## src/fftPkg.sv

```systemverilog
package fftPkg;

    // transform size and stage count
    localparam int fftN    = 32;
    localparam int fftLogN = 5;

    // one real or imaginary part
    localparam int dataW = 16;

    // twiddles are Q1.14
    localparam int twW    = 16;
    localparam int twFrac = 14;

    typedef logic [fftLogN-1:0] addrT;

    typedef struct packed {
        logic signed [dataW-1:0] re;
        logic signed [dataW-1:0] im;
    } cplxT;

    // load doubles as idle
    typedef enum logic [1:0] {
        stLoad,
        stCompute,
        stDrain,
        stUnload
    } ctrlStateT;

endpackage

```

## src/fftMemIf.sv

```systemverilog
`timescale 1ns/1ns

interface fftMemIf;
    import fftPkg::*;

    // load path into bank 0
    logic loadEn;
    addrT loadAddr;

    // butterfly and unload addressing
    addrT rdAddrG;
    addrT rdAddrH;
    addrT wrAddrG;
    addrT wrAddrH;
    logic wrEn;
    logic rdBank;

    // read data and butterfly results
    cplxT rdG;
    cplxT rdH;
    cplxT resX;
    cplxT resY;

    modport ctrl (
        output loadEn, loadAddr, rdAddrG, rdAddrH, wrAddrG, wrAddrH, wrEn, rdBank
    );

    modport mem (
        input  loadEn, loadAddr, rdAddrG, rdAddrH, wrAddrG, wrAddrH, wrEn, rdBank,
        input  resX, resY,
        output rdG, rdH
    );

    modport bfly (
        input  rdG, rdH,
        output resX, resY
    );

endinterface

```

## src/fftButterfly.sv

```systemverilog
`timescale 1ns/1ns

module fftButterfly (
    input  logic         clock,
    input  logic         rstN_i,
    fftMemIf.bfly        memIf,
    input  fftPkg::cplxT tw_i,
    input  logic         issueValid_i,
    output logic         resValid_o
);
    import fftPkg::*;

    logic signed [dataW+twW:0] prRe;
    logic signed [dataW+twW:0] prIm;
    logic signed [dataW+1:0]   whRe;
    logic signed [dataW+1:0]   whIm;
    logic signed [dataW+2:0]   sXRe, sXIm, sYRe, sYIm;
    cplxT gQ;
    logic [2:0] validQ;

    // complex product H * W
    assign prRe = memIf.rdH.re * tw_i.re - memIf.rdH.im * tw_i.im;
    assign prIm = memIf.rdH.re * tw_i.im + memIf.rdH.im * tw_i.re;

    // first pipe stage, product shifted right by 14
    always_ff @(posedge clock) begin
        whRe <= prRe[twFrac+dataW+1:twFrac];
        whIm <= prIm[twFrac+dataW+1:twFrac];
        gQ   <= memIf.rdG;
    end

    assign sXRe = gQ.re + whRe;
    assign sXIm = gQ.im + whIm;
    assign sYRe = gQ.re - whRe;
    assign sYIm = gQ.im - whIm;

    // second pipe stage, halve each output
    always_ff @(posedge clock) begin
        memIf.resX.re <= sXRe[dataW:1];
        memIf.resX.im <= sXIm[dataW:1];
        memIf.resY.re <= sYRe[dataW:1];
        memIf.resY.im <= sYIm[dataW:1];
    end

    // bit 0 marks data at the RAM output, bit 2 the results
    always_ff @(posedge clock) begin
        if (!rstN_i) begin
            validQ <= '0;
        end else begin
            validQ <= {validQ[1:0], issueValid_i};
        end
    end

    assign resValid_o = validQ[2];

endmodule

```

## src/flat_wrapper.sv

```systemverilog
// flat-port wrapper written by rule: the top's interface ports become plain ports
module fftButterfly_flat import fftPkg::*;
  (clock, rstN_i, tw_i, issueValid_i, resValid_o, memIf_rdG, memIf_rdH, memIf_resX, memIf_resY);
  fftMemIf memIf_i ();
  input  logic clock;
  input  logic rstN_i;
  input  fftPkg::cplxT tw_i;
  input  logic issueValid_i;
  output logic resValid_o;
  input wire logic [$bits(memIf_i.rdG)-1:0] memIf_rdG;
  input wire logic [$bits(memIf_i.rdH)-1:0] memIf_rdH;
  output wire logic [$bits(memIf_i.resX)-1:0] memIf_resX;
  output wire logic [$bits(memIf_i.resY)-1:0] memIf_resY;
  assign memIf_i.rdG = memIf_rdG;
  assign memIf_i.rdH = memIf_rdH;
  assign memIf_resX = memIf_i.resX;
  assign memIf_resY = memIf_i.resY;
  fftButterfly u_core (.clock(clock), .rstN_i(rstN_i), .memIf(memIf_i), .tw_i(tw_i), .issueValid_i(issueValid_i), .resValid_o(resValid_o));
endmodule
```

## config.mk

```make
export PLATFORM = sky130hd
export DESIGN_NAME = fftButterfly_flat
export DESIGN_NICKNAME = d
export VERILOG_FILES = /design/src/fftPkg.sv /design/src/fftMemIf.sv /design/src/fftButterfly.sv /design/src/flat_wrapper.sv
export SDC_FILE = /design/constraint.sdc
export NUM_CORES = 2
export LEC_CHECK = 0
export CAP_MARGIN = 20
export CORE_MARGIN = 3
export CORE_UTILIZATION = 30
export CTS_BUF_LIST = sky130_fd_sc_hd__clkbuf_8
export DETAILED_ROUTE_END_ITERATION = 8
export DONT_BUFFER_PORTS = 1
export GPL_TIMING_DRIVEN = 0
export PLACE_DENSITY_LB_ADDON = 0.3
export SLEW_MARGIN = 10
export SYNTH_ARGS = -nofsm -noshare
export SYNTH_HDL_FRONTEND = slang
export SYNTH_SLANG_ARGS = --single-unit
export TNS_END_PERCENT = 50
```

## constraint.sdc

```tcl
create_clock -name clock -period 8.08 [get_ports clock]
set_clock_uncertainty 0.05 [all_clocks]
set_input_delay 0.808 -clock clock [delete_from_list [all_inputs] [get_ports clock]]
set_output_delay 0.808 -clock clock [all_outputs]
set_load 0.01 [all_outputs]
```

==> flow_summary.ini <==
[setup_path]
crit_type = input pin to flip-flop
r2r_end = u_core.memIf.resY[15]
crit_fanout = 10
max_stage_delay_ps = 810
regToRegStartpoint = u_core.gQ[1]
start_kind = input pin
path_cells = clkbuf_1 -> and2_1 -> fa_1 -> fa_1 -> inv_1 -> fa_1 -> inv_1 -> fa_1 -> fa_1 -> fa_1 -> fa_1 -> inv_1 -> fa_1 -> inv_1 -> ha_1 -> a21oi_1 -> o221ai_1 -> a221oi_2 -> o31a_2 -> o21ai_4 -> o41a_1 -> buf_4 -> o211ai_1
endpoint_kind = flip-flop
cpMaxStageDelayCell = clkbuf_1
crit_required_ps = 8410
crit_top_cell = fa_1
setup.reg_to_reg.worst_slack_ps = 5080
arrival_ps = 8220
r2r_cells = 10

[detailed_routing]
drcViolationCount = 0
first_pass_iters = 7
vias = 31200
post_drt_via_cell_ratio = 4.64
wl_um = 154000
antenna_left = 0
wl_per_cell_um = 22.8
first_iter_violations = 2351

[layout]
layout-drive-gt1-share_pct = 5.11
instances_no_fill = 6730
fin_nets = 6357
syn_to_final_growth_pct = 8.27

[clock_network]
cts.path.max_buffers = 2
cts_tree = done
cts-buffers-inserted = 17
clk_pin_slew_worst_paths_ps = 100
cts-root-buf = clkbuf_8
htreeDepth = 4
clock_latency_ps = 510
cts.sinks = 133

[timing]
report.final.slew_viol_count = 0
finalSetupViolCount = 0
max_freq_mhz = 127
finalHoldViolations = 0
tightest_slew_ps = 1130
fin_crit_ps = 7900
slew_headroom_pct = 24.7
period_share_pct = 97.7

[yosys]
synth_area_per_cell_um2 = 9.30
synth_xor_area_share_pct = 2.88
synth_edf_count = 0
synth.yosys.seq_area_share_pct = 6.05
synth_area_leaders = fa_1, inv_1, ha_1, and2_1, dfxtp_1
netlist_area_um2 = 44000
synth_flop_cell = dfxtp_1
yosysTopAreaCell = fa_1
synth_top_family_by_area = adder cells
synth_nets = 6306
synth.most_common_cell = inv_1
ys_ff_latch = 133
synth_fa_ha_area_share_pct = 61.1
synth-simple-area-share_pct = 14.0
synth_top_area_share_pct = 51.1
synthDistinctLibCells = 65
muxShareOfSynthArea_pct = 0.0683
yosys_warnings = 0
synthTopCellsByCount = inv_1, fa_1, nand2_1, and2_1, ha_1
ys_async_sr_fraction_pct = 0
synth_compound_gate_area_share_pct = 2.90
syn-instance-count = 4732

[place]
dp_cells = 6648
portBuffers = 0
globalplace.congestion = 0.980
hpwlAfterDp_um = 129000

[flow_run]
maxCapViolCount = 0

[die]
die_x_um = 389
ios = 164
num_rows = 139
fp.dieArea_um2 = 151000
initial_utilization_pct = 30.4
fp.coreArea_um2 = 145000
die_h_um = 389

[hold_path]
worstHoldEndpoint = u_core.gQ[2]
hold_depth = 0
hold_path_class = input pin to flip-flop
worstHoldStart = memIf_rdG[2]

[grt]
grt.overflow.total = 0
grt_max_degree = 20
grt_pass1_vias = 33600
grt_usage_pct = 20.9
grt_antenna_before_repair = 31
grt_pass1_wl_um = 227000

[run_status]
outcome = complete, no violations
## metal layers
layer  up-vias  GRT usage, %  routed length (um)
met3       191          6.67               16300
met4         2          6.88                5710
met5         -             0                  13
met2      1230          32.1               67800
met1     16200          27.9               63700
li1      13600             -                   -
## worst max path at each step
stage / slack (ps) / start / endpoint
6_report: 180 / tw_i[30] / u_core.whRe[16]
5_1_grt: -40 / tw_i[16] / u_core.whRe[16]
4_1_cts: -40 / memIf_rdH[15] / u_core.whRe[15]
3_5_place_dp: -2410 / memIf_rdH[15] / u_core.whIm[16]
2_1_floorplan: 110 / memIf_rdH[15] / u_core.whRe[16]
3_3_place_gp: -2690 / memIf_rdH[31] / u_core.whIm[16]
## stage by stage
stage	setup TNS (ps)	utilization [%]	hold slack, ps	setup slack (ps)	cell area [um^2]
finish	0	33.0	264	184	47600
global route	-37.0	32.9	204	-37.0	47600
CTS	-124	32.7	200	-39.7	47200
detailed placement	-39340	32.2	371	-2410	46600
global placement	-44030	32.1	364	-2690	46400
floorplan	0	-	356	108	44000
## cells by family (layout without fill, tap and decap cells)
logic type | after synthesis | after routing
compound gates | 191 | 191
xor+xnor | 143 | 143
fa+ha+maj | 1475 | 1475
buf+inv | 1523 | 1587
flops | 133 | 133
mux | 3 | 3
other cells | 0 | 31
simple gates | 1264 | 1264
## final cells by class
class                      instances  area, um^2
tap                             1903        2380
inverter                        1316        4950
timing repair buffer              34         345
multi-input combinational       3076       35900
fill                           15200       96900
clock inverter                    15         171
buffer                           205         950
clock buffer                      17         234
sequential                       133        2660
antenna                           31        77.6
## flip-flops by register name, indices dropped and copies added, names as in the netlist
name,flops
u_core.memIf.resX,32
u_core.memIf.resY,32
u_core.whIm,17
u_core.gQ,32
u_core.validQ,3
u_core.whRe,17
## cell usage in the layout, fill, tap and decap left out, types with 6 or more instances in the layout
cell        netlist  routed
buf_2             2      11
nor2_1           98      97
diode_2           0      31
clkinvlp_4        0       7
clkbuf_2          0     112
nor3_1           36      34
xor2_1           30      30
dfxtp_1         133     133
nand2_1         580     578
a31oi_1          11       9
clkbuf_8          0      17
clkbuf_1        201      72
nand2b_1         36      36
or2_2             6       6
and2_1          426     426
or3_1            12      12
a21o_1           10      10
o21bai_1          7       7
ha_1            352     350
buf_4             0      21
xnor2_1         112     102
o211ai_1         10      10
o21ai_0          43      42
buf_8             0      10
nand4_1           8       8
a21oi_1          50      47
o21a_1            8       8
fa_1           1123    1120
nand3_1          20      20
inv_1          1315    1311
a211oi_1         10       8
nor2b_1          26      26
## critical path, delay by kind of cell
| kind | cells | cell delay [ps] |
|---|---|---|
| fa+ha+maj | 9 | 4310 |
| compound gates | 7 | 1650 |
| buf+inv | 6 | 1160 |
| simple gates | 1 | 280 |
## what timing repair did
action / in CTS / in global routing
buffers inserted: 7 / 13
hold buffers: 0 / 0
gates resized for setup: 85 / 205
pin swaps: 4 / 11
endpoints found under the setup margin: 25 / 18
Power is not shown: default switching activity piles up to over one toggle a cycle in this logic, so the estimate is an artifact.
