==> src/fftPkg.sv <==
package fftPkg;

    // transform size and stage count
    localparam int fftN    = 32;
    localparam int fftLogN = 5;

    // one real or imaginary part
    localparam int dataW = 16;

    // twiddles are Q1.14
    localparam int twW    = 16;
    localparam int twFrac = 14;

    typedef logic [fftLogN-1:0] addrT;

    typedef struct packed {
        logic signed [dataW-1:0] re;
        logic signed [dataW-1:0] im;
    } cplxT;

    // load doubles as idle
    typedef enum logic [1:0] {
        stLoad,
        stCompute,
        stDrain,
        stUnload
    } ctrlStateT;

endpackage

==> src/fftTwiddleRom.sv <==
`timescale 1ns/1ns

module fftTwiddleRom (
    input  logic                        clock,
    input  logic [fftPkg::fftLogN-2:0] twAddr_i,
    output fftPkg::cplxT                tw_o
);
    import fftPkg::*;

    cplxT twVal;

    // W32^k = cos(2 pi k/32) - j sin(2 pi k/32), Q1.14
    always_comb begin
        case (twAddr_i)
            4'd0:    twVal = '{16'sd16384, 16'sd0};
            4'd1:    twVal = '{16'sd16069, -16'sd3196};
            4'd2:    twVal = '{16'sd15137, -16'sd6270};
            4'd3:    twVal = '{16'sd13623, -16'sd9102};
            4'd4:    twVal = '{16'sd11585, -16'sd11585};
            4'd5:    twVal = '{16'sd9102, -16'sd13623};
            4'd6:    twVal = '{16'sd6270, -16'sd15137};
            4'd7:    twVal = '{16'sd3196, -16'sd16069};
            4'd8:    twVal = '{16'sd0, -16'sd16384};
            4'd9:    twVal = '{-16'sd3196, -16'sd16069};
            4'd10:   twVal = '{-16'sd6270, -16'sd15137};
            4'd11:   twVal = '{-16'sd9102, -16'sd13623};
            4'd12:   twVal = '{-16'sd11585, -16'sd11585};
            4'd13:   twVal = '{-16'sd13623, -16'sd9102};
            4'd14:   twVal = '{-16'sd15137, -16'sd6270};
            4'd15:   twVal = '{-16'sd16069, -16'sd3196};
            default: twVal = '{16'sd16384, 16'sd0};
        endcase
    end

    // registered so it lines up with the data RAM output
    always_ff @(posedge clock) begin
        tw_o <= twVal;
    end

endmodule

==> config.mk <==
export PLATFORM = sky130hd
export DESIGN_NAME = fftTwiddleRom
export DESIGN_NICKNAME = d
export VERILOG_FILES = /design/src/fftPkg.sv /design/src/fftTwiddleRom.sv
export SDC_FILE = /design/constraint.sdc
export NUM_CORES = 1
export LEC_CHECK = 0
export BUFFER_PORTS_ARGS = -buffer_cell sky130_fd_sc_hd__buf_2
export CORE_ASPECT_RATIO = 0.9
export CORE_MARGIN = 5
export CORE_UTILIZATION = 40
export DETAILED_ROUTE_END_ITERATION = 12
export SLEW_MARGIN = 20
export SYNTH_ARGS = -nofsm -noshare
export SYNTH_HDL_FRONTEND = slang
export SYNTH_SLANG_ARGS = --single-unit
==> constraint.sdc <==
create_clock -name clock -period 1.57 [get_ports clock]
set_input_delay 0.314 -clock clock [delete_from_list [all_inputs] [get_ports clock]]
set_output_delay 0.314 -clock clock [all_outputs]
set_load 0.01 [all_outputs]
==> flow_metrics.tcl, run 1 <==
set metrics [dict create \
    dp_hpwl_um 2220 \
    netSwitchingPower_uw 469.6 \
    synthesis.nets 160 \
    finalHoldViolCount 0 \
    cp.arrival_ns 1.42 \
    seq_area_frac_synth_pct 44.86 \
    post-route-period-util_pct 80.76 \
    drt_iter0_markers 93 \
    coreArea_um2 3303 \
    routedWlPerCell_um 12.65 \
    finalWorstSetupSlack_ns 0.3021 \
    postSynthRegisterBits 30 \
    start_util_pct 40.53 \
    largest_register_ff_count 30 \
    tightestPinTransition_ns 0.3847 \
    hold_depth 2 \
    outcome "completed" \
    seq_area_um2 600.6 \
    p_clk_share_pct 31.8 \
    synthDistinctLibCells 34 \
    htree_num_levels 2 \
    overflow 0 \
    die_h_um 64.89 \
    netlist_top_cells_area "dfxtp_1, ha_1, o21ai_0" \
    die_area_um2 4606 \
    vias_per_cell 4.914 \
    post_cts_buffers 0 \
    cts_buffers 5 \
    cts.sink_count 30 \
    dp_slack_ns 0.02440 \
    grt_usage_pct 14.43 \
    die_w_um 70.98 \
    cts-resized-gates 0 \
    switching_share_pct 26.73 \
    regMostFlops "tw_o" \
    final_max_slew_viol_count 0 \
    dr.pass1.iters 4 \
    combPwrFrac_pct 19.8 \
    synth-async-reset-ratio_pct 0 \
    p_seq_share_pct 48.4 \
    p_leak_uw 0.0007770 \
    whs_ns 0.4226 \
    maxSlewHeadroom_pct 74.26 \
    avgSynthCellArea_um2 9.107 \
    synth.largest_area_cell "dfxtp_1" \
    rows 20 \
    grt_pass1_wl_um 5092 \
    drtAntennaViolNets 0 \
    tns_ns 0 \
    worst_setup_path_end_kind "register" \
    antenna_found_initial 0 \
    multi_input_area_um2 631.9 \
    io_pins 37 \
    gp_routability_congestion 0.8511 \
    path_clk_slew_ns 0.05 \
    fmax_ghz 0.7887 \
    grt_pass1_vias 1097 \
    yosys_most_used_dff "dfxtp_1" \
    power_density_nw_per_um2 1062 \
    synth-edff-count 0 \
    portBuffers 36 \
    drive_above_1_share_pct 31.75 \
    ctsHoldBuffers 0 \
    synth_top_area_share_pct 44.86 \
    fill_cells 345 \
    utilization_pct 50.08 \
    cts_tree "yes" \
    layout_top_registers "tw_o x30" \
    hp-class "input pin to register" \
    finalSetupViolCount 0 \
    nets 202 \
    dr_total_vias 1145 \
    worstPathMaxFanout 7 \
    crit_required_ns 1.72 \
    power.internal_uw 1287 \
    wl_um 2948 \
    crit_type "input pin to register" \
    drc 0 \
    cts.path.max_buffers 2 \
    num_antenna_cells 0 \
    min_to "tw_o[16]" \
    rsz0062_at_grt "no" \
    synth_area_um2 1339 \
    maxCapViolCount 0 \
    vdd_drop_max_v 0.0003779 \
    synthTopCellsByCount "dfxtp_1, nand2_1, o21ai_0" \
    syn_to_final_growth_pct 23.55 \
    cp-start-kind "input pin" \
    grt_max_degree 27 \
    cts-root-buf "clkbuf_8" \
    synthCells 147 \
    min_from "twAddr_i[2]" \
    power_uw 1757 \
    fin_crit_ns 1.268 \
    yosysWarnings 0 \
    yosysMostFrequentCell "dfxtp_1" \
]
[final cells by class]
class | instances | share of cell area [%]
Tap cell | 44 | 3.328
Clock buffer | 7 | 4.614
Sequential cell | 30 | 36.31
Inverter | 4 | 0.9077
Multi-Input combinational cell | 101 | 38.20
Timing Repair Buffer | 47 | 16.64
[worst max-delay path, stage by stage]
cell,delay [ns]
buf_2,0.14
inv_1,0.06
ha_1,0.37
or2b_1,0.29
o211ai_1,0.13
o31ai_1,0.11
[per-layer routing]
| layer | share of wire, % | wire [um] | track usage, % |
|---|---|---|---|
| met3 | 7.3 | 215 | 6.822 |
| met2 | 45 | 1312 | 21.64 |
| met5 | 0 | 0 | 0 |
| met1 | 46 | 1354 | 17.53 |
| met4 | 2.2 | 66 | 6.338 |
[worst max path at each step]
stage | startpoint | to | slack [ns] | cells past startpoint
floorplan | twAddr_i[0] | tw_o[4] | 0.21 | 6
global placement | twAddr_i[0] | tw_o[17] | 0.05 | 6
detailed placement | twAddr_i[1] | tw_o[10] | 0.02 | 6
CTS | twAddr_i[1] | tw_o[10] | 0.32 | 6
global route | twAddr_i[1] | tw_o[10] | 0.21 | 6
finish | twAddr_i[1] | tw_o[10] | 0.30 | 6
[through the flow]
stage                     instance area [um^2]  std cells
after global routing                      1654        233
after CTS                                 1654        233
after global placement                    1578        226
final                                     1654        233
after floorplan                           1339        147
after detailed placement                  1578        226
[cells in the final DEF, fill, tap and decap left out, drive strengths merged, types with 3 or more instances in the layout]
master and instances:
clkbuf 7, o211ai 3, nand2 14, or2b 3
dfxtp 30, inv 4, nand3 9, o31ai 6
nor2 12, nand2b 4, o21ai 16, buf 47
a21oi 11, ha 8
[kinds of logic (layout without fill, tap and decap cells)]
family	after synthesis	in the layout	synth area share, %
compound gates	43	43	20.65
fa+ha+maj	8	8	7.477
buf+inv	16	58	7.943
flops	30	30	44.86
mux	2	2	1.589
simple gates	48	48	17.48
[power by group through the flow]
stage	Combinational [uW]	Clock, uW	Sequential (uW)
floorplan	174	0	912
global placement	350	0	866
detailed placement	350	0	868
CTS	352	587	852
global route	386	625	860
finish	347	559	851
Power figures use the tool's default switching activity.
==> run 2, diff against run 1 <==
==> constraint.sdc (replaced) <==
create_clock -name clock -period 1.3 [get_ports clock]
set_input_delay 0.26 -clock clock [delete_from_list [all_inputs] [get_ports clock]]
set_output_delay 0.26 -clock clock [all_outputs]
set_load 0.01 [all_outputs]
==> flow_metrics.tcl, run 2 (synthesis gave the netlist of run 1 again) <==
set metrics [dict create \
    worstPathMaxFanout 3 \
    cp-start-kind "input pin" \
    vdd_drop_max_v 0.0004717 \
    wl_um 3010 \
    cp.arrival_ns 1.25 \
    cts_tree "yes" \
    htree_num_levels 2 \
    portBuffers 36 \
    final_max_slew_viol_count 0 \
    die_area_um2 4606 \
    final_common_cell "buf_2" \
    cts-root-buf "clkbuf_8" \
    cts.path.max_buffers 2 \
    post_layout_nonfiller_instances 248 \
    cts-resized-gates 0 \
    fmax_ghz 0.9138 \
    ctsHoldBuffers 0 \
    dr.pass1.iters 4 \
    finalSetupViolCount 0 \
    drc 0 \
    grt_usage_pct 14.41 \
    fill_cells 325 \
    maxSlewHeadroom_pct 76.17 \
    dp_hpwl_um 2296 \
    rows 20 \
    whs_ns 0.3576 \
    power_uw 2239 \
    tightestPinTransition_ns 0.3562 \
    regMostFlops "tw_o" \
    largest_register_ff_count 30 \
    hp-class "input pin to register" \
    cts_buffers 5 \
    drt_iter0_markers 59 \
    num_antenna_cells 0 \
    utilization_pct 53.83 \
    layout_top_registers "tw_o x30" \
    gp_routability_congestion 0.9005 \
    start_util_pct 40.53 \
    nets 216 \
    antenna_found_initial 0 \
    fin_crit_ns 1.094 \
    syn_to_final_growth_pct 32.80 \
    overflow 0 \
    die_h_um 64.89 \
    worst_setup_path_end_kind "register" \
    cts.sink_count 30 \
    drtAntennaViolNets 0 \
    rsz0062_at_grt "no" \
    post-route-period-util_pct 84.18 \
    dr_total_vias 1194 \
    p_leak_uw 0.0008553 \
    vias_per_cell 4.815 \
    die_w_um 70.98 \
    crit_required_ns 1.46 \
    outcome "completed" \
    coreArea_um2 3303 \
    grt_pass1_wl_um 5278 \
    finalHoldViolCount 0 \
    dp_cells 240 \
    io_pins 37 \
    maxCapViolCount 0 \
    routedWlPerCell_um 12.14 \
    final_cell_mix "buf_2, dfxtp_1, buf_4" \
    grt_pass1_vias 1190 \
    grt_max_degree 28 \
    path_clk_slew_ns 0.06 \
    post_cts_buffers 0 \
    drive_above_1_share_pct 37.75 \
    crit_type "input pin to register" \
    power_density_nw_per_um2 1259 \
]
run 2: area by class of cell:
type / count / area [um^2] / share of cell area, %
Inverter: 4 / 15.01 / 0.8445
Multi-Input combinational cell: 101 / 635.6 / 35.75
Clock inverter: 1 / 5.005 / 0.2815
Tap cell: 44 / 55.05 / 3.096
Timing Repair Buffer: 61 / 380.4 / 21.39
Sequential cell: 30 / 600.6 / 33.78
Clock buffer: 7 / 86.33 / 4.856
run 2: path summary, 6_finish.rpt:
path | startpoint | slack [ns] | endpoint | cells past startpoint
max | twAddr_i[0] | 0.21 | tw_o[10] | 6
min | twAddr_i[2] | 0.36 | tw_o[16] | 2
run 2: layer usage:
layer / up-vias / global-route usage (%) / share of wire (%)
met5: - / 0 / 0
met4: 0 / 4.930 / 1.7
met3: 5 / 5.426 / 6.0
met2: 22 / 22.57 / 45
met1: 554 / 18.13 / 47
li1: 613 / - / -
run 2: critical path, stage by stage:
cell and delay, ns:
buf_2 0.09, inv_1 0.07, ha_1 0.35, or2b_1 0.28
o211ai_1 0.11, o31ai_1 0.09
run 2: per-stage QoR:
step | setup WS (ns) | instance area [um^2] | TNS (ns)
detailed placement | -0.07490 | 1687 | -0.5250
global placement | -0.03562 | 1687 | -0.2093
global route | 0.1332 | 1778 | 0
CTS | 0.2203 | 1778 | 0
floorplan | 0.003017 | 1343 | 0
finish | 0.2057 | 1778 | 0
run 2: power by group:
group	switching [uW]	internal [uW]	leakage [uW]
Sequential	18.1	1010	0.000252
Clock	335	426	0.0000482
Combinational	247	204	0.000555
