## config.mk

```make
export PLATFORM = sky130hd
export DESIGN_NAME = fftDataMem_flat
export DESIGN_NICKNAME = d
export VERILOG_FILES = /design/src/fftPkg.sv /design/src/fftMemIf.sv /design/src/fftBankRam.sv /design/src/fftDataMem.sv /design/src/flat_wrapper.sv
export SDC_FILE = /design/constraint.sdc
export NUM_CORES = 2
export LEC_CHECK = 0
export BUFFER_PORTS_ARGS = -buffer_cell sky130_fd_sc_hd__buf_4
export CAP_MARGIN = 20
export CORE_ASPECT_RATIO = 0.8
export CORE_UTILIZATION = 42
export DETAILED_ROUTE_END_ITERATION = 8
export HOLD_SLACK_MARGIN = 0.03
export PLACE_DENSITY_LB_ADDON = 0.25
export SLEW_MARGIN = 15
export SYNTH_ARGS = -nofsm -noshare
export SYNTH_HDL_FRONTEND = slang
export SYNTH_SLANG_ARGS = --single-unit
```

## constraint.sdc

```tcl
create_clock -name clock -period 6.8 [get_ports clock]
set_input_delay 1.02 -clock clock [delete_from_list [all_inputs] [get_ports clock]]
set_output_delay 1.02 -clock clock [all_outputs]
set_load 0.05 [all_outputs]
```

## src/fftPkg.sv

```systemverilog
package fftPkg;

    // transform size and stage count
    localparam int fftN    = 32;
    localparam int fftLogN = 5;

    // one real or imaginary part
    localparam int dataW = 16;

    // twiddles are Q1.14
    localparam int twW    = 16;
    localparam int twFrac = 14;

    typedef logic [fftLogN-1:0] addrT;

    typedef struct packed {
        logic signed [dataW-1:0] re;
        logic signed [dataW-1:0] im;
    } cplxT;

    // load doubles as idle
    typedef enum logic [1:0] {
        stLoad,
        stCompute,
        stDrain,
        stUnload
    } ctrlStateT;

endpackage

```

## src/fftMemIf.sv

```systemverilog
`timescale 1ns/1ns

interface fftMemIf;
    import fftPkg::*;

    // load path into bank 0
    logic loadEn;
    addrT loadAddr;

    // butterfly and unload addressing
    addrT rdAddrG;
    addrT rdAddrH;
    addrT wrAddrG;
    addrT wrAddrH;
    logic wrEn;
    logic rdBank;

    // read data and butterfly results
    cplxT rdG;
    cplxT rdH;
    cplxT resX;
    cplxT resY;

    modport ctrl (
        output loadEn, loadAddr, rdAddrG, rdAddrH, wrAddrG, wrAddrH, wrEn, rdBank
    );

    modport mem (
        input  loadEn, loadAddr, rdAddrG, rdAddrH, wrAddrG, wrAddrH, wrEn, rdBank,
        input  resX, resY,
        output rdG, rdH
    );

    modport bfly (
        input  rdG, rdH,
        output resX, resY
    );

endinterface

```

## src/fftBankRam.sv

```systemverilog
`timescale 1ns/1ns

module fftBankRam (
    input  logic         clock,
    input  logic         aEn_i,
    input  logic         bEn_i,
    input  fftPkg::addrT aAddr_i,
    input  fftPkg::addrT bAddr_i,
    input  fftPkg::cplxT aData_i,
    input  fftPkg::cplxT bData_i,
    output fftPkg::cplxT aData_o,
    output fftPkg::cplxT bData_o
);
    import fftPkg::*;

    cplxT mem [fftN];

    // both ports may write in the same cycle, addresses differ
    always_ff @(posedge clock) begin
        if (aEn_i) begin
            mem[aAddr_i] <= aData_i;
        end
        if (bEn_i) begin
            mem[bAddr_i] <= bData_i;
        end
    end

    // read returns the old word
    always_ff @(posedge clock) begin
        aData_o <= mem[aAddr_i];
        bData_o <= mem[bAddr_i];
    end

endmodule

```

## src/fftDataMem.sv

```systemverilog
`timescale 1ns/1ns

module fftDataMem (
    input  logic         clock,
    input  logic         rstN_i,
    fftMemIf.mem         memIf,
    input  fftPkg::cplxT loadData_i
);
    import fftPkg::*;

    cplxT loadDataQ;
    logic rdBankQ;

    logic aEn [2];
    logic bEn [2];
    addrT aAddr [2];
    addrT bAddr [2];
    cplxT aDataIn [2];
    cplxT bDataIn [2];
    cplxT aDataOut [2];
    cplxT bDataOut [2];

    // sample is written one cycle after it is accepted
    always_ff @(posedge clock) begin
        loadDataQ <= loadData_i;
    end

    // output select follows the RAM read latency
    always_ff @(posedge clock) begin
        if (!rstN_i) begin
            rdBankQ <= 1'b0;
        end else begin
            rdBankQ <= memIf.rdBank;
        end
    end

    for (genvar gb = 0; gb < 2; gb++) begin : genBank
        logic wrSide;
        logic loadSel;

        // the bank not being read takes the butterfly results
        assign wrSide  = (memIf.rdBank != gb[0]);
        assign loadSel = (gb == 0) && memIf.loadEn;

        always_comb begin
            aEn[gb]     = (wrSide && memIf.wrEn) || loadSel;
            bEn[gb]     = wrSide && memIf.wrEn;
            bAddr[gb]   = wrSide ? memIf.wrAddrH : memIf.rdAddrH;
            bDataIn[gb] = memIf.resY;
            if (loadSel) begin
                aAddr[gb]   = memIf.loadAddr;
                aDataIn[gb] = loadDataQ;
            end else begin
                aAddr[gb]   = wrSide ? memIf.wrAddrG : memIf.rdAddrG;
                aDataIn[gb] = memIf.resX;
            end
        end

        fftBankRam uBank (
            .clock   (clock),
            .aEn_i   (aEn[gb]),
            .bEn_i   (bEn[gb]),
            .aAddr_i (aAddr[gb]),
            .bAddr_i (bAddr[gb]),
            .aData_i (aDataIn[gb]),
            .bData_i (bDataIn[gb]),
            .aData_o (aDataOut[gb]),
            .bData_o (bDataOut[gb])
        );
    end

    // G from port A, H from port B
    assign memIf.rdG = aDataOut[rdBankQ];
    assign memIf.rdH = bDataOut[rdBankQ];

endmodule

```

## src/flat_wrapper.sv

```systemverilog
// flat-port wrapper written by rule: the top's interface ports become plain ports
module fftDataMem_flat import fftPkg::*;
  (clock, rstN_i, loadData_i, memIf_loadEn, memIf_loadAddr, memIf_rdAddrG, memIf_rdAddrH, memIf_wrAddrG, memIf_wrAddrH, memIf_wrEn, memIf_rdBank, memIf_resX, memIf_resY, memIf_rdG, memIf_rdH);
  fftMemIf memIf_i ();
  input  logic clock;
  input  logic rstN_i;
  input  fftPkg::cplxT loadData_i;
  input wire logic [$bits(memIf_i.loadEn)-1:0] memIf_loadEn;
  input wire logic [$bits(memIf_i.loadAddr)-1:0] memIf_loadAddr;
  input wire logic [$bits(memIf_i.rdAddrG)-1:0] memIf_rdAddrG;
  input wire logic [$bits(memIf_i.rdAddrH)-1:0] memIf_rdAddrH;
  input wire logic [$bits(memIf_i.wrAddrG)-1:0] memIf_wrAddrG;
  input wire logic [$bits(memIf_i.wrAddrH)-1:0] memIf_wrAddrH;
  input wire logic [$bits(memIf_i.wrEn)-1:0] memIf_wrEn;
  input wire logic [$bits(memIf_i.rdBank)-1:0] memIf_rdBank;
  input wire logic [$bits(memIf_i.resX)-1:0] memIf_resX;
  input wire logic [$bits(memIf_i.resY)-1:0] memIf_resY;
  output wire logic [$bits(memIf_i.rdG)-1:0] memIf_rdG;
  output wire logic [$bits(memIf_i.rdH)-1:0] memIf_rdH;
  assign memIf_i.loadEn = memIf_loadEn;
  assign memIf_i.loadAddr = memIf_loadAddr;
  assign memIf_i.rdAddrG = memIf_rdAddrG;
  assign memIf_i.rdAddrH = memIf_rdAddrH;
  assign memIf_i.wrAddrG = memIf_wrAddrG;
  assign memIf_i.wrAddrH = memIf_wrAddrH;
  assign memIf_i.wrEn = memIf_wrEn;
  assign memIf_i.rdBank = memIf_rdBank;
  assign memIf_i.resX = memIf_resX;
  assign memIf_i.resY = memIf_resY;
  assign memIf_rdG = memIf_i.rdG;
  assign memIf_rdH = memIf_i.rdH;
  fftDataMem u_core (.clock(clock), .rstN_i(rstN_i), .memIf(memIf_i), .loadData_i(loadData_i));
endmodule
```

==> out/qor.csv <==
metric,value,unit
layout cell share with drive strength beyond 1,0.340,
Final period util,0.681,
I/O pin cnt,190,
area share of and/or/nand/nor cells after synthesis,0.0702,
CP max stage delay,1.06,ns
Period minus WS final,4.63,ns
PortBufs,189,
GPL Wtd Cong,0.972,
initial antenna violation count,42,
clk_lat worst skew,0.96,ns
GR Util All Layers,0.351,
CP Launch Type,input pin,
syn nets,9812,
Initial Util,0.423,
TritonCTS clock tree,built,
root buffer cell,clkbuf_16,
"most common cell after layout, fill and taps aside",edfxtp_1,
Net Sw Frac,0.286,
Worst path slowest cell,nor2_4,
crit end category,register,
Setup TNS,0,ns
worst setup path category,input pin to register,
#FFs+latches synth,2209,
CORE AREA,291000,sq um
Int Pwr,24500,uW
post-synthesis compound-gate area fraction,0.101,
most frequent cells in the layout,"edfxtp_1 (2048), mux2_2 (1580), nand2_1 (1108)",
"Seq/Total Area, Yosys",0.527,
Via density,7.12,
Reg power frac,0.456,
xor and xnor area share after synthesis,0,
nets,9421,
Final Max Tran Viols,0,
Worst Hold Class,input pin to register,
synthesized instance count,9686,
die width,607,um
Clk pwr share,0.385,
Die ar.,295000,sq um
total CTS buffers,237,
status,completed,
Die Ht,486,um
post-CTS sizing,0,
synthesized area,123000,sq um
crit path DAT,5.25,ns
# rows,177,
post-CTS setup repair buffer count,0,
CTS H-tree lvls,4,
Vias,95182,
DRC viols,0,
"Top FF cell, synth",edfxtp_1,
Clock transition at path regs,0.06,ns
Pwr per Cell Area,251,nW/um^2
cell mode on critical path,buf_4,
number of flops mapped to enable cells by yosys,2048,
first-pass GRT wire length,724,mm
Logic pwr share,0.159,
Max Buffers Root-to-Sink,4,
Final Hold Viols,0,
P_sw,9810,uW
fmax,216,MHz
vias in the first global route,88037,
DR iter-0 viols,17756,
leakage power,0.0448,uW
drt wl/cell,39.8,um
Pre-antenna DRT Iters,7,
final wirelength,533,mm
Hold Buf Count CTS,0,
post-synth cell types,54,
slew of the pin with the lowest slew margin,1.25,ns
DP HPWL,327,mm
GR Overflow Total,0,
Max-Slew Margin vs Limit,0.163,
crit-path max FO,44,
largest net degree at the start of global routing,154,
final core occ,0.470,
Async SR Flop Fraction,0,
RSZ-0062 raised after global routing,no,
main combinational cell family by area after synthesis,multiplexers,
area delta synth->final,11.2,%
crit-path cells,buf_4 -> a31oi_2 -> nor2_4 -> buf_4 -> nand2_2 -> o21ai_4 -> buf_4,
mux contribution to synthesized area,0.260,
Synth Area in Adders,0,
Sink Count,2209,
DRT antenna net count,0,
Setup-failing EPs final,0,
Peak VDD IR,0.000230,V
worst clock skew,0.0798,ns
max-cap violations,0,
yosys warns,0,
mean post-synth cell area,12.7,sq um
CP Data Required Time,7.41,ns
==> critical path, delay by kind of cell <==
kind / cells / cell delay, ns
and+or+nand+nor: 2 / 1.68
buffers and inverters: 3 / 1.39
AOI/OAI and AO/OA: 2 / 1.01
==> state kept, by name, summed over array words and instances (netlist names) <==
name and count:
u_core.genBank.uBank.mem 2048, u_core.genBank.uBank.aData_o 64, u_core.genBank.uBank.bData_o 64, u_core.loadDataQ 32, u_core.rdBankQ 1
==> synthesized netlist by cell type, types with 127 or more instances <==
library cell	instances	area share
edfxtp_1	2048	0.50
mux2_2	1582	0.14
nand2_1	1131	0.035
a21oi_1	946	0.039
a22oi_1	678	0.041
nor2_1	595	0.018
clkbuf_1	580	0.018
mux4_2	576	0.11
buf_2	407	0.017
dfxtp_1	161	0.026
nand3_1	137	0.0056
a31oi_1	129	0.0066
a32oi_1	127	0.0091
==> power by group through the flow <==
stage | clock, uW | sequential [uW] | combinational [uW]
2_1_floorplan | 0 | 15600 | 3260
3_3_place_gp | 0 | 15900 | 5170
3_5_place_dp | 0 | 15900 | 5260
4_1_cts | 13200 | 15600 | 5270
5_1_grt | 13700 | 15600 | 5580
6_report | 13200 | 15600 | 5460
==> cell families after synthesis <==
family / count (synthesis)
and+or+nand+nor: 2074
buffers and inverters: 1154
muxes: 2267
AOI/OAI and AO/OA: 1982
DFF: 2209
==> metrics by stage <==
| stage | instances | setup WS (ns) | power (uW) | area [sq um] | hold WS, ns |
|---|---|---|---|---|---|
| 2_1_floorplan | 9686 | 1.64 | 18900 | 123000 | 0.529 |
| 3_3_place_gp | 12878 | 1.53 | 21100 | 128000 | 0.570 |
| 3_5_place_dp | 12896 | 1.45 | 21100 | 129000 | 0.576 |
| 4_1_cts | 13334 | 2.41 | 34000 | 136000 | 0.148 |
| 5_1_grt | 13364 | 2.18 | 34800 | 137000 | 0.160 |
| 6_report | 13375 | 2.17 | 34300 | 137000 | 0.173 |
==> worst paths after layout <==
path,start,end,slack (ns),depth (start not counted)
hold reg to reg,u_core.genBank[0].uBank.mem[12][16]$_DFFE_PP_,u_core.genBank[0].uBank.aData_o[16]$_DFF_P_,0.59,4
setup / recovery,memIf_rdBank,u_core.genBank[1].uBank.mem[11][14]$_DFFE_PP_,2.17,7
hold / removal,loadData_i[20],u_core.loadDataQ[20]$_DFF_P_,0.17,1
setup reg to reg,u_core.genBank[1].uBank.mem[1][15]$_DFFE_PP_,u_core.genBank[1].uBank.bData_o[15]$_DFF_P_,4.72,3
==> area by class of cell <==
class,instances,area (sq um)
diodes,33,82.6
fillers,25418,154000
well taps,3848,4810
flip-flops and latches,2209,64700
clock buffers,331,6570
repair buffers,519,4830
inverters,5,18.8
clock inverters,107,1040
multi-input cells,6323,54600
==> per-layer routing <==
metal  vias up  routed length, um  global-route usage
met2      8762             214000               0.477
met5         -                208                   0
met1     48103             193000               0.474
li1      36698                  -                   -
met4        32              41300               0.227
met3      1587              83700               0.122
Note: power is estimated with default switching activity, not from simulation.
