### config.mk
export PLATFORM = sky130hd
export DESIGN_NAME = fftControl_flat
export DESIGN_NICKNAME = d
export VERILOG_FILES = /design/src/fftPkg.sv /design/src/fftMemIf.sv /design/src/fftControl.sv /design/src/flat_wrapper.sv
export SDC_FILE = /design/constraint.sdc
export NUM_CORES = 1
export LEC_CHECK = 0
export BUFFER_PORTS_ARGS = -buffer_cell sky130_fd_sc_hd__buf_2
export CORE_MARGIN = 5
export CORE_UTILIZATION = 45
export DETAILED_ROUTE_END_ITERATION = 10
export PLACE_DENSITY = 0.68
export REMOVE_ABC_BUFFERS = 1
export SETUP_SLACK_MARGIN = 0.2
export SLEW_MARGIN = 20
export SYNTH_ARGS = -nofsm -noshare
export SYNTH_HDL_FRONTEND = slang
export SYNTH_SLANG_ARGS = --single-unit
export TNS_END_PERCENT = 30
### constraint.sdc
create_clock -name clock -period 2.15 [get_ports clock]
set_clock_uncertainty 0.15 [all_clocks]
set_input_delay 0.215 -clock clock [delete_from_list [all_inputs] [get_ports clock]]
set_output_delay 0.215 -clock clock [all_outputs]
set_load 0.01 [all_outputs]
### src/fftPkg.sv
package fftPkg;

    // transform size and stage count
    localparam int fftN    = 32;
    localparam int fftLogN = 5;

    // one real or imaginary part
    localparam int dataW = 16;

    // twiddles are Q1.14
    localparam int twW    = 16;
    localparam int twFrac = 14;

    typedef logic [fftLogN-1:0] addrT;

    typedef struct packed {
        logic signed [dataW-1:0] re;
        logic signed [dataW-1:0] im;
    } cplxT;

    // load doubles as idle
    typedef enum logic [1:0] {
        stLoad,
        stCompute,
        stDrain,
        stUnload
    } ctrlStateT;

endpackage

### src/fftMemIf.sv
`timescale 1ns/1ns

interface fftMemIf;
    import fftPkg::*;

    // load path into bank 0
    logic loadEn;
    addrT loadAddr;

    // butterfly and unload addressing
    addrT rdAddrG;
    addrT rdAddrH;
    addrT wrAddrG;
    addrT wrAddrH;
    logic wrEn;
    logic rdBank;

    // read data and butterfly results
    cplxT rdG;
    cplxT rdH;
    cplxT resX;
    cplxT resY;

    modport ctrl (
        output loadEn, loadAddr, rdAddrG, rdAddrH, wrAddrG, wrAddrH, wrEn, rdBank
    );

    modport mem (
        input  loadEn, loadAddr, rdAddrG, rdAddrH, wrAddrG, wrAddrH, wrEn, rdBank,
        input  resX, resY,
        output rdG, rdH
    );

    modport bfly (
        input  rdG, rdH,
        output resX, resY
    );

endinterface

### src/fftControl.sv
`timescale 1ns/1ns

module fftControl (
    input  logic                        clock,
    input  logic                        rstN_i,
    fftMemIf.ctrl                       memIf,
    input  logic                        inValid_i,
    output logic                        inReady_o,
    output logic                        outValid_o,
    input  logic                        outReady_i,
    output logic [fftPkg::fftLogN-2:0] twAddr_o,
    output logic                        issueValid_o,
    input  logic                        resValid_i
);
    import fftPkg::*;

    ctrlStateT state;
    addrT loadCnt;
    addrT loadRev;
    addrT loadAddrQ;
    logic loadEnQ;
    logic loadLastQ;
    logic accept;
    logic [2:0] stage;
    logic [fftLogN-2:0] bCnt;
    logic [1:0] dCnt;
    addrT lowMask;
    addrT gAddr;
    addrT hAddr;
    addrT gPipe [3];
    addrT hPipe [3];
    logic [fftLogN:0] uCnt;
    addrT uShown;
    logic uIssue;
    logic outValidQ;

    assign inReady_o = (state == stLoad) && !loadLastQ;
    assign accept    = inValid_i && inReady_o;
    assign loadRev   = {<<{loadCnt}};

    // butterfly b of stage s: G has a zero inserted at bit s, H = G + 2^s
    assign lowMask  = (addrT'(1) << stage) - addrT'(1);
    assign gAddr    = ({1'b0, bCnt} & lowMask) | (({1'b0, bCnt} & ~lowMask) << 1);
    assign hAddr    = gAddr | (addrT'(1) << stage);
    assign twAddr_o = (bCnt & lowMask[fftLogN-2:0]) << (3'(fftLogN - 1) - stage);

    assign issueValid_o = (state == stCompute);

    // next bin may be read when the output slot frees up
    assign uIssue = (state == stUnload) && !uCnt[fftLogN] && (!outValidQ || outReady_i);
    assign outValid_o = outValidQ;

    assign memIf.loadEn   = loadEnQ;
    assign memIf.loadAddr = loadAddrQ;
    assign memIf.rdAddrG  = (state != stUnload) ? gAddr :
                            (uIssue ? uCnt[fftLogN-1:0] : uShown);
    assign memIf.rdAddrH  = hAddr;
    assign memIf.wrAddrG  = gPipe[2];
    assign memIf.wrAddrH  = hPipe[2];
    assign memIf.wrEn     = resValid_i;
    // result of the last stage sits in bank 1
    assign memIf.rdBank   = (state == stUnload) ? 1'b1 : stage[0];

    always_ff @(posedge clock) begin
        if (!rstN_i) begin
            state     <= stLoad;
            loadCnt   <= '0;
            loadEnQ   <= 1'b0;
            loadLastQ <= 1'b0;
            stage     <= '0;
            bCnt      <= '0;
            dCnt      <= '0;
            uCnt      <= '0;
            outValidQ <= 1'b0;
        end else begin
            loadEnQ   <= accept;
            loadLastQ <= accept && (loadCnt == addrT'(fftN - 1));
            case (state)
                stLoad: begin
                    if (accept) begin
                        loadCnt <= loadCnt + 1'b1;
                    end
                    // start once the last sample is in the RAM
                    if (loadLastQ) begin
                        state <= stCompute;
                        stage <= '0;
                        bCnt  <= '0;
                    end
                end
                stCompute: begin
                    bCnt <= bCnt + 1'b1;
                    if (bCnt == '1) begin
                        state <= stDrain;
                        dCnt  <= 2'd2;
                    end
                end
                stDrain: begin
                    dCnt <= dCnt - 1'b1;
                    if (dCnt == '0) begin
                        if (stage == 3'(fftLogN - 1)) begin
                            state <= stUnload;
                            uCnt  <= '0;
                        end else begin
                            state <= stCompute;
                            stage <= stage + 1'b1;
                        end
                    end
                end
                stUnload: begin
                    if (uIssue) begin
                        uCnt      <= uCnt + 1'b1;
                        outValidQ <= 1'b1;
                    end else if (outValidQ && outReady_i) begin
                        // last bin taken
                        outValidQ <= 1'b0;
                        state     <= stLoad;
                        stage     <= '0;
                    end
                end
                default: state <= stLoad;
            endcase
        end
    end

    // write addresses trail issue by RAM read plus butterfly latency
    always_ff @(posedge clock) begin
        loadAddrQ <= loadRev;
        gPipe[0]  <= gAddr;
        gPipe[1]  <= gPipe[0];
        gPipe[2]  <= gPipe[1];
        hPipe[0]  <= hAddr;
        hPipe[1]  <= hPipe[0];
        hPipe[2]  <= hPipe[1];
        if (uIssue) begin
            uShown <= uCnt[fftLogN-1:0];
        end
    end

endmodule

### src/flat_wrapper.sv
// flat-port wrapper written by rule: the top's interface ports become plain ports
module fftControl_flat import fftPkg::*;
  (clock, rstN_i, inValid_i, inReady_o, outValid_o, outReady_i, twAddr_o, issueValid_o, resValid_i, memIf_loadEn, memIf_loadAddr, memIf_rdAddrG, memIf_rdAddrH, memIf_wrAddrG, memIf_wrAddrH, memIf_wrEn, memIf_rdBank);
  fftMemIf memIf_i ();
  input  logic clock;
  input  logic rstN_i;
  input  logic inValid_i;
  output logic inReady_o;
  output logic outValid_o;
  input  logic outReady_i;
  output logic [fftPkg::fftLogN-2:0] twAddr_o;
  output logic issueValid_o;
  input  logic resValid_i;
  output wire logic [$bits(memIf_i.loadEn)-1:0] memIf_loadEn;
  output wire logic [$bits(memIf_i.loadAddr)-1:0] memIf_loadAddr;
  output wire logic [$bits(memIf_i.rdAddrG)-1:0] memIf_rdAddrG;
  output wire logic [$bits(memIf_i.rdAddrH)-1:0] memIf_rdAddrH;
  output wire logic [$bits(memIf_i.wrAddrG)-1:0] memIf_wrAddrG;
  output wire logic [$bits(memIf_i.wrAddrH)-1:0] memIf_wrAddrH;
  output wire logic [$bits(memIf_i.wrEn)-1:0] memIf_wrEn;
  output wire logic [$bits(memIf_i.rdBank)-1:0] memIf_rdBank;
  assign memIf_loadEn = memIf_i.loadEn;
  assign memIf_loadAddr = memIf_i.loadAddr;
  assign memIf_rdAddrG = memIf_i.rdAddrG;
  assign memIf_rdAddrH = memIf_i.rdAddrH;
  assign memIf_wrAddrG = memIf_i.wrAddrG;
  assign memIf_wrAddrH = memIf_i.wrAddrH;
  assign memIf_wrEn = memIf_i.wrEn;
  assign memIf_rdBank = memIf_i.rdBank;
  fftControl u_core (.clock(clock), .rstN_i(rstN_i), .memIf(memIf_i), .inValid_i(inValid_i), .inReady_o(inReady_o), .outValid_o(outValid_o), .outReady_i(outReady_i), .twAddr_o(twAddr_o), .issueValid_o(issueValid_o), .resValid_i(resValid_i));
endmodule
==> summary.txt <==
Power and ir drop
  • Pwr dens: just over 700 mW/mm^2
  • Max VDD drop: 0.000464 V
  • Power Total: roughly 2.5 mW
  • Leak pwr: roughly 1.4 nW

Placed design
  • Gpl congestion: ~0.8
  • Post-Place Setup Slack: -0.261 ns
  • HPWL Detailed: approximately 3.7 mm
  • IO buf count: 37

Job
  • Max Cap Viol: 0

Routing
  • Drt first-iter violations: 52
  • Residual DRC: 0
  • Vias post-DR: approximately 2000
  • First-pass DRT Iterations: 4
  • DR WL/cell: between 10 and 15 um
  • Vias per cell: approximately 5.1
  • Drt total wl: between 5 and 6 mm
  • Antenna-violating nets left: 0

Clock network
  • Skew-Pair Late Insertion Delay: between 0.3 and 0.4 ns
  • Cts bufs inserted: 9
  • Clock transition at the registers of the reported paths: approximately 0.060 ns
  • Max Buffers Root-to-Sink: 2
  • Clock sink count: between 60 and 70
  • Root Driver: clkbuf_8
  • Cts-stage hold buffer count: 0
  • H-tree Lvls: 3
  • CTS tree: done

STA
  • Setup TNS: -2.21 ns
  • Fin crit share: 115%
  • Max-Slew Margin vs Limit: around 68%
  • Hold slack: 0.0362 ns
  • Final Hold Fails: 0
  • F_max: slightly above 400 MHz
  • RSZ-0062 raised after global routing: yes
  • Final worst slack: -0.333 ns
  • Slew Limit Fails: 0
  • Slew @ Worst Pin: 0.472 ns
  • # setup viols final: 13
  • Final min period: around 2.5 ns

Finish
  • Share of cells above drive strength 1: 40.7%
  • Nets@finish: approximately 340
  • Area Growth Syn to Fin: 30.2%
  • N_diodes: 0
  • Fin util: between 60% and 70%

Floorplanning
  • Initial Utilization: between 40% and 50%
  • Core Box Area: 0.00557 sq mm
  • IO Pins: 40
  • Die area: 0.00743 sq mm
  • Die Wd: ~86 um
  • # rows: 27
  • Die Height: about 86 um

Critical path
  • Worst R2R Path Depth: 6
  • Worst EP arrival: about 2.1 ns
  • Critical-path maximum fanout: 3
  • RR Endpoint: u_core.uCnt[3]
  • Reg2reg setup slack: 0.13 ns
  • Crit path kind: reg -> out
  • FF-to-FF Start: u_core.state[0]
  • Worst Setup Start Kind: flop
  • Crit path launch: u_core.stage[1]
  • CP required: ~1.8 ns
  • Critical Path End Type: output port

GRT
  • Antenna violations before repair: 0
  • GRT overflow: 0
  • Largest net degree at the start of global routing: 18
  • Vias in the first global route: 1967
  • First-pass GRT wire length: approximately 8.8 mm
  • Total GRT Usage: 15.4%

Run status
  • Outcome: finished, violations left
  • Failing checks: negative setup slack

Logic synthesis
  • Area share of the largest cell type after synthesis: between 40 and 50%
  • Syn Area/Cell: slightly below 10 sq um
  • Asr flop ratio synth: 0%
  • Number of enable flip-flop cells after synthesis: 0
  • Syn. warnings: 0
  • Syn Inst Count: between 200 and 300
  • Synthesized cell area: approximately 0.0026 sq mm
  • Ys flop type: dfxtp_1
  • Top cells by area, synth: dfxtp_1, ha_1, mux2_2
  • Largest area contributor in the netlist: dfxtp_1
  • Seq cells post-synth: between 60 and 70
  • Register area share after synthesis: 49.8%
  • Synth cell types: 50

Hold path
  • Hold path endpoint: u_core.loadCnt[1]
  • Hold Crit Class: in -> reg
  • Hold Path Depth: 3
  • Min-Delay Startpoint: inValid_i
-- cells in the mapped netlist, types with 2 or more instances --
master / n
and2_1: 2
and3_1: 2
o21ai_0: 9
nor3b_1: 3
nor3_1: 3
buf_6: 2
mux2i_1: 2
o21ba_2: 3
ha_1: 17
dfxtp_1: 65
or4_1: 3
mux2_2: 9
a221oi_1: 3
inv_1: 14
xor2_1: 3
a21oi_1: 20
nand3_1: 13
nor2b_1: 4
or2_2: 3
o31ai_1: 3
nor2_1: 11
nand2_1: 22
buf_4: 11
or3_1: 2
nand2b_1: 6
clkbuf_1: 5
-- timing repair --
item	CTS	global route
setup buffers	2	2
pin swaps	10	4
setup endpoints to repair	22	23
gates resized for setup	44	20
-- sequential cells by signal, indices dropped and copies added, names as in the netlist --
register               count
u_core.dCnt                2
u_core.loadLastQ           1
u_core.stage               3
u_core.uCnt                6
u_core.state               2
u_core.memIf.loadEn        1
u_core.gPipe              15
u_core.bCnt                4
u_core.outValid_o          1
u_core.memIf.loadAddr      5
u_core.loadCnt             5
u_core.uShown              5
u_core.hPipe              15
-- final cells by class --
cell class | instances | area, sq um
fillers | 465 | 2170
multi-input cells | 163 | 1350
flip-flops and latches | 65 | 1310
repair buffers | 64 | 417
clock buffers | 12 | 145
well taps | 72 | 90.1
inverters | 17 | 66.3
clock inverters | 3 | 17.5
-- per-layer routing --
| layer | wire, um | vias to the layer above | part of all wire, % | global-route usage [%] |
|---|---|---|---|---|
| met4 | 190 | 0 | 3.5 | 10.1 |
| met1 | 2370 | 953 | 44 | 17.4 |
| met2 | 2560 | 45 | 48 | 25.9 |
| li1 | - | 1020 | - | - |
| met5 | 0 | - | 0 | 0 |
| met3 | 267 | 16 | 5.0 | 3.80 |
-- how the worst max path moves through the flow --
stage	cells past startpoint	slack, ns	end
after global routing	10	-0.43	memIf_rdAddrG[1]
after CTS	10	-0.30	memIf_rdAddrG[1]
final	10	-0.33	memIf_rdAddrG[1]
after floorplan	9	-0.30	twAddr_o[3]
after global placement	10	-0.19	memIf_rdAddrG[1]
after detailed placement	10	-0.26	memIf_rdAddrG[1]
-- stage by stage --
stage,instance area (sq um),cells
final,3400,396
after global routing,3400,396
after global placement,2930,377
after CTS,3310,394
after floorplan,2480,245
after detailed placement,2930,377
-- cell families (layout without fill, tap and decap cells) --
kind of cell               Yosys count  in the layout  synth area share [%]
AOI/OAI and AO/OA                   53             53                  13.4
xor gates and xnor gates             4              4                  1.34
adders and majority gates           17             17                  8.15
buffers and inverters               36             96                  7.47
DFF                                 65             65                  49.8
muxes                               11             11                  4.65
and+or+nand+nor                     78             78                  15.2
-- layout by cell type, fill, tap and decap left out, types with 3 or more instances in the layout --
cell      instances
buf_2            33
inv_2             5
nand3_1          13
mux2_2            5
nand2_1          20
nand2b_4          3
a21oi_1          18
buf_6             5
or4_1             3
ha_2              3
o21ai_0           8
ha_4              6
clkbuf_8         10
ha_1              8
nand2b_1          3
inv_1            10
dfxtp_1          61
buf_4            26
nor2_1            9
mux2_4            4
o31ai_1           3
-- worst max-delay path, stage by stage, from the launching register on --
cell and delay, ns:
dfxtp_2 0.32, inv_2 0.08, ha_4 0.16, ha_4 0.13
inv_2 0.04, ha_4 0.26, nand2b_4 0.12, a21boi_4 0.20
inv_2 0.06, mux2_4 0.28, buf_6 0.12
-- power by group --
| group | switching, mW | internal, mW |
|---|---|---|
| Combinational | 0.200 | 0.126 |
| Sequential | 0.0320 | 1.25 |
| Clock | 0.425 | 0.439 |
Note: power is estimated with default switching activity, not from simulation.
